File: src/hdl/dcache_pkg.sv
/* data cache shared definitions
   geometry, AHB codes, controller states and the structs between blocks */
package dcache_pkg;

  ////////////////////////////////////////
  // geometry, 16 lines of 4 words
  ////////////////////////////////////////
  localparam int XLEN       = 32;
  localparam int LINE_WORDS = 4;    // words per line
  localparam int SETS       = 16;   // direct mapped
  localparam int IDX_BITS   = 4;    // set index
  localparam int OFS_BITS   = 4;    // byte offset in line
  localparam int TAG_BITS   = XLEN - IDX_BITS - OFS_BITS;   // 24

  ////////////////////////////////////////
  // AHB3-Lite codes
  ////////////////////////////////////////
  typedef enum logic [1:0] {
    IDLE   = 2'b00,
    BUSY   = 2'b01,
    NONSEQ = 2'b10,
    SEQ    = 2'b11
  } htrans_t;

  typedef enum logic [2:0] {
    SINGLE = 3'b000,
    INCR4  = 3'b011
  } hburst_t;

  // also the cpu access size
  typedef enum logic [2:0] {
    BYTE = 3'b000,
    HALF = 3'b001,
    WORD = 3'b010
  } hsize_t;

  // controller states, flush first so reset lands there
  typedef enum logic [2:0] {
    ST_FLUSH,
    ST_IDLE,
    ST_LOOKUP,
    ST_FILL,
    ST_WRITE,
    ST_ACK
  } dc_state_t;

  ////////////////////////////////////////
  // block interfaces
  ////////////////////////////////////////
  typedef struct packed {
    logic [XLEN-1:0] adr;
    logic [XLEN-1:0] d;      // store data on its byte lanes
    logic            we;
    hsize_t          size;
  } cpu_req_t;               // 68 bits

  typedef struct packed {
    logic            stb;    // one cycle start pulse
    logic [XLEN-1:0] adr;
    hburst_t         burst;
    hsize_t          size;
    logic            we;
    logic [XLEN-1:0] wdata;
  } biu_req_t;

  typedef struct packed {
    logic [XLEN-1:0] rdata;
    logic            rack;   // one per read beat
    logic            wack;   // one per write
    logic            err;    // replaces the ack
  } biu_rsp_t;

endpackage

File: src/hdl/dcache_req_check.sv
/* request alignment check
   pulses mem_misaligned with an ack and merges the core ack */
`timescale 1ns/1ps

module dcache_req_check
  import dcache_pkg::*;
(
  input  logic            HCLK,
  input  logic            rst_n,
  input  logic            mem_req,
  input  logic [XLEN-1:0] mem_adr,
  input  hsize_t          mem_size,
  input  logic            core_ack,
  output logic            req_ok,
  output logic            mem_misaligned,
  output logic            mem_ack
);

  logic misal;   // address not on a size boundary

  always_comb
    case (mem_size)
      BYTE:    misal = 1'b0;
      HALF:    misal = mem_adr[0];
      default: misal = |mem_adr[1:0];   // word
    endcase

  assign req_ok = mem_req & ~misal;   // core never sees a bad access

  // single pulse, blocked in the cycle after so a held request does not repeat
  always_ff @(posedge HCLK or negedge rst_n)
    if (!rst_n)
      mem_misaligned <= 1'b0;
    else
      mem_misaligned <= mem_req & misal & ~mem_misaligned;

  assign mem_ack = mem_misaligned | core_ack;

endmodule

File: src/hdl/dcache_beat_cnt.sv
/* shared counter, fill beat or flush set index */
`timescale 1ns/1ps

module dcache_beat_cnt
  import dcache_pkg::*;
(
  input  logic                HCLK,
  input  logic                rst_n,
  input  logic                clr,
  input  logic                inc,
  input  logic                mode_flush,   // 1 = walk sets, 0 = count beats
  output logic [IDX_BITS-1:0] cnt,
  output logic                last
);

  always_ff @(posedge HCLK or negedge rst_n)
    if (!rst_n)
      cnt <= '0;
    else if (clr)
      cnt <= '0;                  // clear wins over inc
    else if (inc)
      cnt <= cnt + 1'b1;

  // final count depends on what is being walked
  assign last = mode_flush ? (cnt == IDX_BITS'(SETS - 1))
                           : (cnt == IDX_BITS'(LINE_WORDS - 1));

endmodule

File: src/hdl/dcache_array.sv
/* tag, valid and data storage
   registered read with tag compare, fill word or byte lane write */
`timescale 1ns/1ps

module dcache_array
  import dcache_pkg::*;
(
  input  logic                HCLK,
  input  logic                rst_n,
  input  logic [XLEN-1:0]     rd_adr,
  input  logic                tag_we,      // write tag of wr_adr
  input  logic                set_valid,   // valid value written with the tag
  input  logic [IDX_BITS-1:0] inv_idx,
  input  logic                inv,
  input  logic                word_we,
  input  logic [1:0]          word_sel,
  input  hsize_t              wr_size,
  input  logic [XLEN-1:0]     wr_adr,
  input  logic [XLEN-1:0]     wdata,
  output logic                hit,
  output logic [XLEN-1:0]     rdata
);

  logic [TAG_BITS-1:0] tag_mem  [SETS];
  logic [XLEN-1:0]     data_mem [SETS*LINE_WORDS];   // {set, word}
  logic [SETS-1:0]     valid;

  logic [IDX_BITS-1:0] rd_idx;
  logic [IDX_BITS-1:0] wr_idx;
  logic [TAG_BITS-1:0] rd_tag;
  logic [XLEN/8-1:0]   be;        // byte lanes to write

  assign rd_idx = rd_adr[OFS_BITS +: IDX_BITS];
  assign wr_idx = wr_adr[OFS_BITS +: IDX_BITS];
  assign rd_tag = rd_adr[XLEN-1 -: TAG_BITS];

  always_comb
    case (wr_size)
      BYTE:    be = 4'b0001 << wr_adr[1:0];
      HALF:    be = wr_adr[1] ? 4'b1100 : 4'b0011;
      default: be = 4'b1111;      // word, also every fill beat
    endcase

  ////////////////////////////////////////
  // valid bits and hit
  ////////////////////////////////////////
  always_ff @(posedge HCLK or negedge rst_n)
    if (!rst_n)
    begin
      valid <= '0;
      hit   <= 1'b0;
    end
    else
    begin
      if (inv)
        valid[inv_idx] <= 1'b0;        // flush walk
      else if (tag_we)
        valid[wr_idx] <= set_valid;
      hit <= valid[rd_idx] & (tag_mem[rd_idx] == rd_tag);
    end

  ////////////////////////////////////////
  // tag and data
  ////////////////////////////////////////
  always_ff @(posedge HCLK)
  begin
    if (tag_we)
      tag_mem[wr_idx] <= wr_adr[XLEN-1 -: TAG_BITS];
    if (word_we)
      for (int b = 0; b < XLEN/8; b++)
        if (be[b])
          data_mem[{wr_idx, word_sel}][8*b +: 8] <= wdata[8*b +: 8];
    rdata <= data_mem[{rd_idx, rd_adr[OFS_BITS-1:2]}];   // word of the line
  end

endmodule

File: src/hdl/dcache_fsm.sv
/* data cache controller
   sequences flush, lookup, line fill and write-through around the array */
`timescale 1ns/1ps

module dcache_fsm
  import dcache_pkg::*;
(
  input  logic            HCLK,
  input  logic            rst_n,
  input  cpu_req_t        req,
  input  logic            req_ok,
  input  logic            bu_cacheflush,
  output logic            dcflush_rdy,
  output logic            core_ack,
  output logic [XLEN-1:0] mem_q,
  output logic            mem_err,
  output biu_req_t        biu_req,
  input  biu_rsp_t        biu_rsp
);

  dc_state_t           state;
  dc_state_t           state_nxt;
  cpu_req_t            req_q;       // request held from acceptance
  logic                err_q;       // bus error on this request
  logic [XLEN-1:0]     q_q;         // word for the cpu

  logic [XLEN-1:0]     rd_adr;
  logic                tag_we;
  logic                set_valid;
  logic                inv;
  logic                word_we;
  logic [1:0]          word_sel;
  hsize_t              wr_size;
  logic [XLEN-1:0]     wdata;
  logic                hit;
  logic [XLEN-1:0]     rdata;

  logic                cnt_clr;
  logic                cnt_inc;
  logic                cnt_last;
  logic [IDX_BITS-1:0] cnt;
  logic                fill_word;   // this beat is the requested word

  dcache_array u_array (
    .HCLK      ( HCLK      ),
    .rst_n     ( rst_n     ),
    .rd_adr    ( rd_adr    ),
    .tag_we    ( tag_we    ),
    .set_valid ( set_valid ),
    .inv_idx   ( cnt       ),
    .inv       ( inv       ),
    .word_we   ( word_we   ),
    .word_sel  ( word_sel  ),
    .wr_size   ( wr_size   ),
    .wr_adr    ( req_q.adr ),
    .wdata     ( wdata     ),
    .hit       ( hit       ),
    .rdata     ( rdata     )
  );

  dcache_beat_cnt u_cnt (
    .HCLK       ( HCLK                ),
    .rst_n      ( rst_n               ),
    .clr        ( cnt_clr             ),
    .inc        ( cnt_inc             ),
    .mode_flush ( state == ST_FLUSH   ),
    .cnt        ( cnt                 ),
    .last       ( cnt_last            )
  );

  // read the incoming address while idle so lookup has tag and data
  assign rd_adr    = (state == ST_IDLE) ? req.adr : req_q.adr;
  assign fill_word = (cnt[1:0] == req_q.adr[OFS_BITS-1:2]);

  assign dcflush_rdy = (state != ST_FLUSH);
  assign mem_err     = (state == ST_ACK) & err_q;
  assign mem_q       = q_q;

  ////////////////////////////////////////
  // next state and strobes
  ////////////////////////////////////////
  always_comb
  begin
    state_nxt = state;
    cnt_clr   = 1'b0;
    cnt_inc   = 1'b0;
    inv       = 1'b0;
    tag_we    = 1'b0;
    set_valid = 1'b0;
    word_we   = 1'b0;
    word_sel  = req_q.adr[OFS_BITS-1:2];
    wr_size   = req_q.size;
    wdata     = req_q.d;
    core_ack  = 1'b0;

    // line base burst for reads, byte address single for writes
    biu_req.stb   = 1'b0;
    biu_req.adr   = req_q.we ? req_q.adr : {req_q.adr[XLEN-1:OFS_BITS], {OFS_BITS{1'b0}}};
    biu_req.burst = req_q.we ? SINGLE : INCR4;
    biu_req.size  = req_q.we ? req_q.size : WORD;
    biu_req.we    = req_q.we;
    biu_req.wdata = req_q.d;

    case (state)
      ST_FLUSH:
      begin
        inv     = 1'b1;                 // one set per cycle
        cnt_inc = 1'b1;
        if (cnt_last)
          state_nxt = ST_IDLE;
      end
      ST_IDLE:
      begin
        if (bu_cacheflush)
        begin
          cnt_clr   = 1'b1;
          state_nxt = ST_FLUSH;
        end
        else if (req_ok)
          state_nxt = ST_LOOKUP;
      end
      ST_LOOKUP:
      begin
        if (req_q.we)
        begin
          biu_req.stb = 1'b1;           // write-through, hit or not
          state_nxt   = ST_WRITE;
        end
        else if (!hit)
        begin
          biu_req.stb = 1'b1;
          cnt_clr     = 1'b1;
          tag_we      = 1'b1;           // new tag, line invalid until last beat
          state_nxt   = ST_FILL;
        end
        else
          state_nxt = ST_ACK;
      end
      ST_FILL:
      begin
        word_sel = cnt[1:0];
        wr_size  = WORD;
        wdata    = biu_rsp.rdata;
        if (biu_rsp.err)
          state_nxt = ST_ACK;           // line stays invalid
        else if (biu_rsp.rack)
        begin
          word_we = 1'b1;
          cnt_inc = 1'b1;
          if (cnt_last)
          begin
            tag_we    = 1'b1;
            set_valid = 1'b1;
            state_nxt = ST_ACK;
          end
        end
      end
      ST_WRITE:
      begin
        if (biu_rsp.err)
          state_nxt = ST_ACK;
        else if (biu_rsp.wack)
        begin
          word_we   = hit;              // no allocate on a miss
          state_nxt = ST_ACK;
        end
      end
      ST_ACK:
      begin
        core_ack  = 1'b1;
        state_nxt = ST_IDLE;
      end
      default: state_nxt = ST_IDLE;
    endcase
  end

  always_ff @(posedge HCLK or negedge rst_n)
    if (!rst_n)
    begin
      state <= ST_FLUSH;                // invalidate all sets out of reset
      err_q <= 1'b0;
    end
    else
    begin
      state <= state_nxt;
      if (state == ST_LOOKUP)
        err_q <= 1'b0;
      else if (biu_rsp.err)
        err_q <= 1'b1;
    end

  // request and returned word
  always_ff @(posedge HCLK)
  begin
    if (state == ST_IDLE && req_ok)
      req_q <= req;
    if (state == ST_LOOKUP)
      q_q <= rdata;                     // hit data
    else if (state == ST_FILL && biu_rsp.rack && fill_word)
      q_q <= biu_rsp.rdata;
  end

endmodule

File: src/hdl/dcache_ahb_biu.sv
/* AHB3-Lite master for the data cache
   overlapped address and data phases, INCR4 fills and single writes */
`timescale 1ns/1ps

module dcache_ahb_biu
  import dcache_pkg::*;
(
  input  logic            HCLK,
  input  logic            rst_n,
  input  biu_req_t        biu_req,
  output biu_rsp_t        biu_rsp,
  output logic            HSEL,
  output logic [XLEN-1:0] HADDR,
  output logic [XLEN-1:0] HWDATA,
  output logic            HWRITE,
  output hsize_t          HSIZE,
  output hburst_t         HBURST,
  output logic [3:0]      HPROT,
  output htrans_t         HTRANS,
  input  logic [XLEN-1:0] HRDATA,
  input  logic            HREADY,
  input  logic            HRESP
);

  logic       a_act;    // address phase on the bus
  logic [1:0] a_left;   // beats still to address after this one
  logic       d_act;    // data phase on the bus
  logic       d_we;     // data phase is a write
  logic       d_done;   // data phase ends this cycle

  assign HSEL   = a_act;
  assign HPROT  = 4'b0011;   // data, privileged, not bufferable or cacheable
  assign d_done = d_act & HREADY;

  assign biu_rsp.rdata = HRDATA;
  assign biu_rsp.rack  = d_done & ~HRESP & ~d_we;
  assign biu_rsp.wack  = d_done & ~HRESP &  d_we;
  assign biu_rsp.err   = d_done &  HRESP;

  ////////////////////////////////////////
  // phase pipeline
  ////////////////////////////////////////
  always_ff @(posedge HCLK or negedge rst_n)
    if (!rst_n)
    begin
      a_act  <= 1'b0;
      a_left <= 2'd0;
      d_act  <= 1'b0;
      d_we   <= 1'b0;
      HTRANS <= IDLE;
      HWRITE <= 1'b0;
      HSIZE  <= WORD;
      HBURST <= SINGLE;
    end
    else if (biu_req.stb)            // only strobed while bus unit is idle
    begin
      a_act  <= 1'b1;
      a_left <= (biu_req.burst == INCR4) ? 2'd3 : 2'd0;
      HTRANS <= NONSEQ;
      HWRITE <= biu_req.we;
      HSIZE  <= biu_req.size;
      HBURST <= biu_req.burst;
    end
    else if (d_act && HRESP)
    begin
      // error, go idle in the first response cycle and drop the rest
      a_act  <= 1'b0;
      HTRANS <= IDLE;
      if (HREADY)
        d_act <= 1'b0;
    end
    else if (HREADY)
    begin
      d_act <= a_act;                // address phase moves to data phase
      d_we  <= HWRITE;
      if (a_act && a_left != 2'd0)
      begin
        a_left <= a_left - 2'd1;
        HTRANS <= SEQ;
      end
      else
      begin
        a_act  <= 1'b0;
        HTRANS <= IDLE;
      end
    end

  // address and write data
  always_ff @(posedge HCLK)
    if (biu_req.stb)
    begin
      HADDR  <= biu_req.adr;
      HWDATA <= biu_req.wdata;       // held until the write data phase ends
    end
    else if (HREADY && a_act && a_left != 2'd0)
      HADDR <= HADDR + 32'd4;        // word step, bursts are word sized

endmodule

File: src/hdl/dcache_ahb3lite.sv
/* data cache subsystem
   alignment check, cache core and AHB3-Lite bus unit */
`timescale 1ns/1ps

module dcache_ahb3lite
  import dcache_pkg::*;
(
  input  logic            HCLK,
  input  logic            rst_n,

  // AHB3-Lite master
  output logic            HSEL,
  output logic [XLEN-1:0] HADDR,
  input  logic [XLEN-1:0] HRDATA,
  output logic [XLEN-1:0] HWDATA,
  output logic            HWRITE,
  output hsize_t          HSIZE,
  output hburst_t         HBURST,
  output logic [3:0]      HPROT,
  output htrans_t         HTRANS,
  input  logic            HREADY,
  input  logic            HRESP,

  // cpu load/store port
  input  logic [XLEN-1:0] mem_adr,
  input  logic [XLEN-1:0] mem_d,            // on its byte lanes
  input  logic            mem_req,          // held until mem_ack
  input  logic            mem_we,
  input  hsize_t          mem_size,
  output logic [XLEN-1:0] mem_q,            // full word, cpu picks bytes
  output logic            mem_ack,
  output logic            mem_err,
  output logic            mem_misaligned,
  input  logic            bu_cacheflush,
  output logic            dcflush_rdy
);

  cpu_req_t cpu_req;
  logic     req_ok;      // aligned request
  logic     core_ack;
  biu_req_t biu_req;
  biu_rsp_t biu_rsp;

  assign cpu_req = '{adr: mem_adr, d: mem_d, we: mem_we, size: mem_size};

  dcache_req_check u_req_check (
    .HCLK           ( HCLK           ),
    .rst_n          ( rst_n          ),
    .mem_req        ( mem_req        ),
    .mem_adr        ( mem_adr        ),
    .mem_size       ( mem_size       ),
    .core_ack       ( core_ack       ),
    .req_ok         ( req_ok         ),
    .mem_misaligned ( mem_misaligned ),
    .mem_ack        ( mem_ack        )
  );

  dcache_fsm u_fsm (
    .HCLK          ( HCLK          ),
    .rst_n         ( rst_n         ),
    .req           ( cpu_req       ),
    .req_ok        ( req_ok        ),
    .bu_cacheflush ( bu_cacheflush ),
    .dcflush_rdy   ( dcflush_rdy   ),
    .core_ack      ( core_ack      ),
    .mem_q         ( mem_q         ),
    .mem_err       ( mem_err       ),
    .biu_req       ( biu_req       ),
    .biu_rsp       ( biu_rsp       )
  );

  dcache_ahb_biu u_biu (
    .HCLK    ( HCLK    ),
    .rst_n   ( rst_n   ),
    .biu_req ( biu_req ),
    .biu_rsp ( biu_rsp ),
    .HSEL    ( HSEL    ),
    .HADDR   ( HADDR   ),
    .HWDATA  ( HWDATA  ),
    .HWRITE  ( HWRITE  ),
    .HSIZE   ( HSIZE   ),
    .HBURST  ( HBURST  ),
    .HPROT   ( HPROT   ),
    .HTRANS  ( HTRANS  ),
    .HRDATA  ( HRDATA  ),
    .HREADY  ( HREADY  ),
    .HRESP   ( HRESP   )
  );

endmodule

File: config.mk
export PLATFORM = sky130hd
export DESIGN_NAME = dcache_ahb3lite
export DESIGN_NICKNAME = d
export VERILOG_FILES = /design/src/hdl/dcache_pkg.sv /design/src/hdl/dcache_req_check.sv /design/src/hdl/dcache_beat_cnt.sv /design/src/hdl/dcache_array.sv /design/src/hdl/dcache_fsm.sv /design/src/hdl/dcache_ahb_biu.sv /design/src/hdl/dcache_ahb3lite.sv
export SDC_FILE = /design/constraint.sdc
export NUM_CORES = 2
export LEC_CHECK = 0
export ABC_AREA = 0
export BUFFER_PORTS_ARGS = -buffer_cell sky130_fd_sc_hd__buf_2
export CORE_ASPECT_RATIO = 1.5
export CORE_MARGIN = 8
export CORE_UTILIZATION = 45
export CTS_CLUSTER_SIZE = 25
export DETAILED_ROUTE_END_ITERATION = 8
export PLACE_DENSITY = 0.58
export SYNTH_ARGS = -nofsm -noshare
export SYNTH_HDL_FRONTEND = slang
export SYNTH_SLANG_ARGS = --single-unit
File: constraint.sdc
create_clock -name HCLK -period 7.2 [get_ports HCLK]
set_input_delay 2.16 -clock HCLK [delete_from_list [all_inputs] [get_ports HCLK]]
set_output_delay 2.16 -clock HCLK [all_outputs]
set_load 0.01 [all_outputs]
# Yosys cells after proc, flatten, opt, wreduce, memory -nomap -nowiden

Memories as Yosys holds them, arrays and structs flattened. A register that Yosys moved wholly into a read port is not among the register bits.
Cells that the tools add are included.

Bits in writable memories: 2432
Bits of input ports: 106
Flip-flop bits (word level): 204
Memories kept: 2
Output and inout port bits: 114
Bits in read-only memories: 0
Latch bits: 0
Logic and storage cells: 186

Memory list:

| memory                 | words | width | read ports | clocked after Yosys merged registers in | write ports | line               | text |
|---|---|---|---|---|---|---|---|
| u_fsm.u_array.data_mem | 64    | 32    | 1          | 1                                       | 1           | dcache_array.sv:25 | `logic [XLEN-1:0] data_mem [SETS*LINE_WORDS];` |
| u_fsm.u_array.tag_mem  | 16    | 24    | 1          | 0                                       | 1           | dcache_array.sv:24 | `logic [TAG_BITS-1:0] tag_mem [SETS];` |

Reductions and logical operators: 28
Multipliers: 0
Divide/modulo/power cells: 0
Muxes and demuxes: 88
Bitwise gates (word level): 19
Eq/ne operators: 19
Shift-type cells: 1
Add/subtract/negate cells: 3
Magnitude comparators: 5

Operators by type and width:

| cell                    | count |
|---|---|
| $mux W32                | 6 |
| $mux W1                 | 42 |
| $mux W3                 | 12 |
| $add A32 B3 Y32 const B | 1 |
| $mux W16                | 2 |
| $eq A24 B24 Y1          | 1 |
| $mux W2                 | 11 |
| $and A16 B16 Y16        | 1 |
| $bwmux W16              | 1 |
| $mux W4                 | 4 |
| $not A16 Y16            | 1 |
| $reduce_bool A2 Y1      | 8 |
| $lt A4 B5 Y1 const B    | 3 |
| $pmux W3 S5             | 1 |
| $ne A3 B2 Y1 const B    | 4 |
| $and A1 B1 Y1           | 10 |
| $pmux W1 S2             | 5 |
| $eq A3 B1 Y1 const B    | 3 |
| $logic_and A1 B1 Y1     | 9 |
| $logic_not A3 Y1        | 3 |
| $demux W1 S4            | 2 |
| $ge A4 B1 Y1 const B    | 2 |
| $pmux W4 S2             | 1 |
| $eq A3 B2 Y1 const B    | 2 |
| 19 further kinds        | 28 |

# Depth between registers and ports, before layout

Word-level depth: 9
Mapped depth: 16
Gate-level depth less buffers: 9

# By module

A second synthesis with hierarchy kept.

Cells, all modules: 4794
Area, all modules: 104988.2 um2

Modules (own cells, without submodules):

| module           | cells an instance | area an instance (um2) | instances | seq. area each (um2) |
|---|---|---|---|---|
| dcache_array     | 4107              | 95709.3                | 1         | 74096.1 |
| dcache_fsm       | 333               | 5131.2                 | 1         | 3103.0 |
| dcache_ahb_biu   | 329               | 3866.2                 | 1         | 2273.4 |
| dcache_beat_cnt  | 19                | 211.5                  | 1         | 100.1 |
| dcache_req_check | 6                 | 70.1                   | 1         | 25.0 |

# Least setup slack after synthesis

No wires, ideal clock.

Kind: input to register
Start point: input mem_size[1]
End point: register u_fsm.req_q (netlist bit u_fsm.biu_req[0]), enable pin
Setup time: 494 ps
Buffers on the path: 0
Cell stages on the path: 4
Arrival time: 5431 ps
Data required time: 6706 ps
Slack: 1274 ps
Path through: o21a_1 -> o32ai_1 -> nand2_1 -> nor2_1

Cells in the longest elaborated chain, start to end: 5
Elaborated cells on any way between the ends: 6
Classes of those cells: eq/ne (1); mux (1); bitwise (2); reduce/logical (2)

Ends and longest elaborated chain:

| what                                             | line                   | text |
|---|---|---|
| start, declared                                  | dcache_ahb3lite.sv:29  | `input hsize_t mem_size,` |
| $eq A3 B1 Y1 or $logic_not A3 Y1 (tied branches) | dcache_req_check.sv:22 | `case (mem_size)` |
| $pmux W1 S2 (*)                                  | dcache_req_check.sv:22 |  |
| $not A1 Y1 (*)                                   | dcache_req_check.sv:28 | `assign req_ok = mem_req & ~misal;` |
| $and A1 B1 Y1 (*)                                | dcache_req_check.sv:28 |  |
| $logic_and A1 B1 Y1 (*)                          | dcache_fsm.sv:195      | `if (state == ST_IDLE && req_ok)` |
| end signal, assigned                             | dcache_fsm.sv:196      | `req_q <= req;` |
| end, declared                                    | dcache_fsm.sv:23       | `cpu_req_t req_q;` |

Mark *: on every way between the ends. The rest lies on a longest branch, timed or not.
A chain may end at the register's enable or synchronous reset.

# Worst setup path after layout

Start point: input mem_adr[4]
End point: register u_fsm.u_array.hit

Cells in the longest elaborated chain, start to end: 4
Elaborated cells on any way between the ends: 6
Classes of those cells: eq/ne (1); mux (3); bitwise (1); memory (1)

Ends and longest elaborated chain:

| what                                           | line                  | text |
|---|---|---|
| start, declared                                | dcache_ahb3lite.sv:25 | `input logic [XLEN-1:0] mem_adr,` |
| $mux W32 (*)                                   | dcache_fsm.sv:72      | `assign rd_adr = (state == ST_IDLE) ? req.adr : req_q.adr;` |
| $mem_v2 Z16 W24 or $bmux W1 S4 (tied branches) | n/a                   |  |
| $eq A24 B24 Y1 or $mux W1 (tied branches)      | dcache_array.sv:59    | `hit <= valid[rd_idx] & (tag_mem[rd_idx] == rd_tag);` |
| $and A1 B1 Y1 (*)                              | dcache_array.sv:59    |  |
| end signal, assigned                           | dcache_array.sv:59    |  |
| end, declared                                  | dcache_array.sv:20    | `output logic hit,` |

Mark *: on every way between the ends. The rest lies on a longest branch, timed or not. The select of a mux whose other input is x is not followed.

==> flow_metrics.py <==
metrics = {
    "status": {
        "status": "finished, final reports clean",
    },
    "worst_hold_path": {
        "hp-class": "flop to flop",
        "worstHoldStart": "u_fsm.biu_req[27]",
    },
    "cells_and_area": {
        "nets": 6531,
        "finish.utilization_pct": 51.49,
        "syn_to_final_growth_pct": 13.78,
        "fin_area_mm2": 0.1211,
        "final_cells": 9709,
        "drive_gt1_share_pct": 24.18,
    },
    "setup_path": {
        "cp-end-kind": "flop",
        "cpPeakStageDelay_ns": 0.69,
        "critPathLaunchType": "primary input",
        "critPathSlowestCell": "a221oi_1",
        "critical-path-top-delay-family": "compound AO/OA/AOI/OAI gates",
        "crit_chain": "buf_2 -> nor4bb_2 -> buf_4 -> a21o_4 -> buf_4 -> nand2_1 -> a31oi_1 -> nand2b_1 -> a221oi_1 -> o32ai_1 -> or4_1 -> a2111oi_2",
        "critPathRequiredTime_ns": 7.96,
        "critPathMaxFanout": 29,
        "path_class": "primary input to flop",
        "worstPathArrival_ns": 5.97,
        "cp-startpoint": "mem_adr[4]",
        "rr_startpoint": "u_fsm.state[1]",
        "path_buf_inv": 3,
        "crit_top_cell": "buf_4",
    },
    "timing": {
        "skew_ns": 0.08655,
        "setup_tns_ns": 0,
        "maxSlewViolCount": 0,
        "fin_crit_ns": 5.214,
        "max_slew_margin_pct": 3.244,
        "period_share_pct": 72.41,
        "rsz0062_at_grt": "no",
        "holdWs_ns": 0.4434,
        "worst_slack_ns": 1.986,
        "max_freq_mhz": 191.8,
        "worst_pin_slew_ns": 1.440,
        "hold_viol_final": 0,
        "finalSetupViolations": 0,
    },
    "grt": {
        "gr-usage-all-layers_pct": 22.62,
        "grt_pass1_wl_mm": 421.3,
        "grt_pass1_vias": 59630,
        "grt-ovfl-total": 0,
        "grt_max_degree": 127,
        "antenna_found_initial": 19,
    },
    "clocking": {
        "holdBufCountCts": 0,
        "cts-buffers-inserted": 246,
        "cts_resized": 0,
        "clock_latency_ns": 0.92,
        "post_cts_buffers": 0,
        "cts_num_sinks": 2666,
        "clk_path_buf_depth": 4,
        "htree_levels": 4,
        "cts_tree": "yes",
        "cts_root_buf": "clkbuf_16",
        "path_clk_slew_ns": 0.07,
    },
    "synthesis": {
        "netlist.area_leader.share_pct": 73.27,
        "yosysSeqAreaShare_pct": 74.77,
        "synth_flop_cell": "edfxtp_1",
        "synth-edff-count": 2596,
        "yosys.cell_count.top_type": "edfxtp_1",
        "synth_top_cell_by_area": "edfxtp_1",
        "syn_inst": 6013,
        "synth.distinct_cells": 80,
        "ys_seq_elements": 2666,
        "async_flop_share_pct": 1.425,
        "synth_area_mm2": 0.1064,
        "synth_warnings": 0,
        "synth_area_leaders": "edfxtp_1 (73%), mux4_2 (11%), nand2_1 (3.0%), mux2i_1 (1.6%), nand3_1 (1.2%)",
        "syn_area_per_cell_um2": 17.69,
        "synth_commonest_cells": "edfxtp_1 (2596), nand2_1 (858), mux4_2 (523)",
    },
    "power": {
        "leakagePower_nw": 39.56,
        "irDropWorstVdd_v": 0.0003505,
        "power_density_mw_per_mm2": 366.1,
        "p_total_mw": 44.32,
    },
    "routing": {
        "vias": 57830,
        "vias_per_cell": 5.957,
        "wirelength_mm": 292.3,
        "drt-initial-drc-count": 5935,
        "routedWlPerCell_um": 30.10,
        "firstDrtPassIters": 6,
        "ant_nets": 0,
        "drc": 0,
    },
    "place": {
        "dpl.hpwl_mm": 180.7,
        "pre_cts_ws_ns": 1.199,
        "dpl_cell_area_mm2": 0.1129,
        "numPlacedInstances": 9248,
        "gp_congestion": 0.8843,
        "port_buffers": 214,
    },
    "floorplan": {
        "die_h_um": 611.5,
        "dieArea_mm2": 0.2526,
        "pin_count": 220,
        "coreArea_mm2": 0.2351,
        "rows": 218,
        "initial_core_util_pct": 45.25,
        "die_w_um": 413.0,
    },
    "run": {
        "drv_cap": 0,
    },
}
report_power, final:
| group | leakage [nW] | switching, mW | total (mW) | internal, mW |
|---|---|---|---|---|
| Combinational | 11.5 | 7.93 | 12.1 | 4.18 |
| Sequential | 24.1 | 0.542 | 18.9 | 18.4 |
| Clock | 3.91 | 5.76 | 13.3 | 7.53 |
| Total | 39.6 | 14.2 | 44.3 | 30.1 |
logic make-up after synthesis:
group	synth area share, %
buf+inv	1.752
xor+xnor	0.4445
mux	13.18
compound gates	2.710
simple gates	7.065
flops	74.77
other cells	0.007059
fa+ha+maj	0.07056
layout by cell type (no fill, tap or decap), types with 17 or more instances in the layout:
cell type / instances
clkbuf_1: 48
xnor2_1: 27
and3_1: 109
buf_12: 23
inv_1: 28
o22ai_1: 25
nor2_4: 17
dfrtp_1: 37
a21oi_1: 105
buf_4: 322
a31oi_1: 76
clkbuf_16: 252
xor2_1: 27
mux2i_1: 164
nand4_1: 28
clkinv_2: 39
nor3_1: 243
mux2_2: 43
nor2_1: 71
a211oi_1: 89
clkinv_1: 38
nor2b_1: 22
nand3_1: 249
clkinvlp_4: 21
bufinv_16: 29
o21ai_0: 52
edfxtp_1: 2596
dfxtp_1: 32
nand2_2: 39
mux4_2: 523
buf_2: 215
nand2_1: 819
routing by layer:
metal	vias up	global-route usage [%]	share of wire, %
met5	-	0	0
met1	30370	29.19	39
met2	2301	39.25	51
met3	513	3.560	6.5
li1	24650	-	-
met4	0	7.427	3.6
state kept, by name, summed over array words and instances, names as in the netlist, 2 cells and up:
register,count
u_biu.HSIZE,3
u_fsm.mem_q,32
u_biu.HTRANS,2
u_fsm.u_array.valid,16
u_fsm.state,3
u_fsm.u_cnt.cnt,4
u_fsm.u_array.data_mem,2048
u_fsm.req_q,35
u_fsm.biu_req,33
u_biu.HADDR,32
u_fsm.u_array.rdata,32
u_biu.a_left,2
u_fsm.u_array.tag_mem,384
u_biu.HWDATA,32
path summary, 6_finish.rpt:
path,slack (ns),cells past startpoint,to
min in group asynchronous,1.40,1,u_biu.HBURST[0]
setup / recovery,1.99,12,u_fsm.u_array.hit
max in group asynchronous,5.07,1,u_fsm.u_array.hit
hold reg to reg,0.44,0,u_biu.HWDATA[27]
hold / removal,0.44,0,u_biu.HWDATA[27]
setup reg to reg,2.09,6,u_fsm.u_array.data_mem[31][31]
cell type report:
| class | count | area [um^2] |
|---|---|---|
| Inverter | 29 | 111.4 |
| Antenna cell | 11 | 27.53 |
| Timing Repair Buffer | 562 | 3966 |
| Sequential cell | 2666 | 79550 |
| Multi-Input combinational cell | 2914 | 25450 |
| Clock inverter | 138 | 1486 |
| Clock buffer | 309 | 6610 |
| Fill cell | 19010 | 114100 |
| Tap cell | 3080 | 3854 |
No activity file was read; power rests on OpenSTA's default activity.
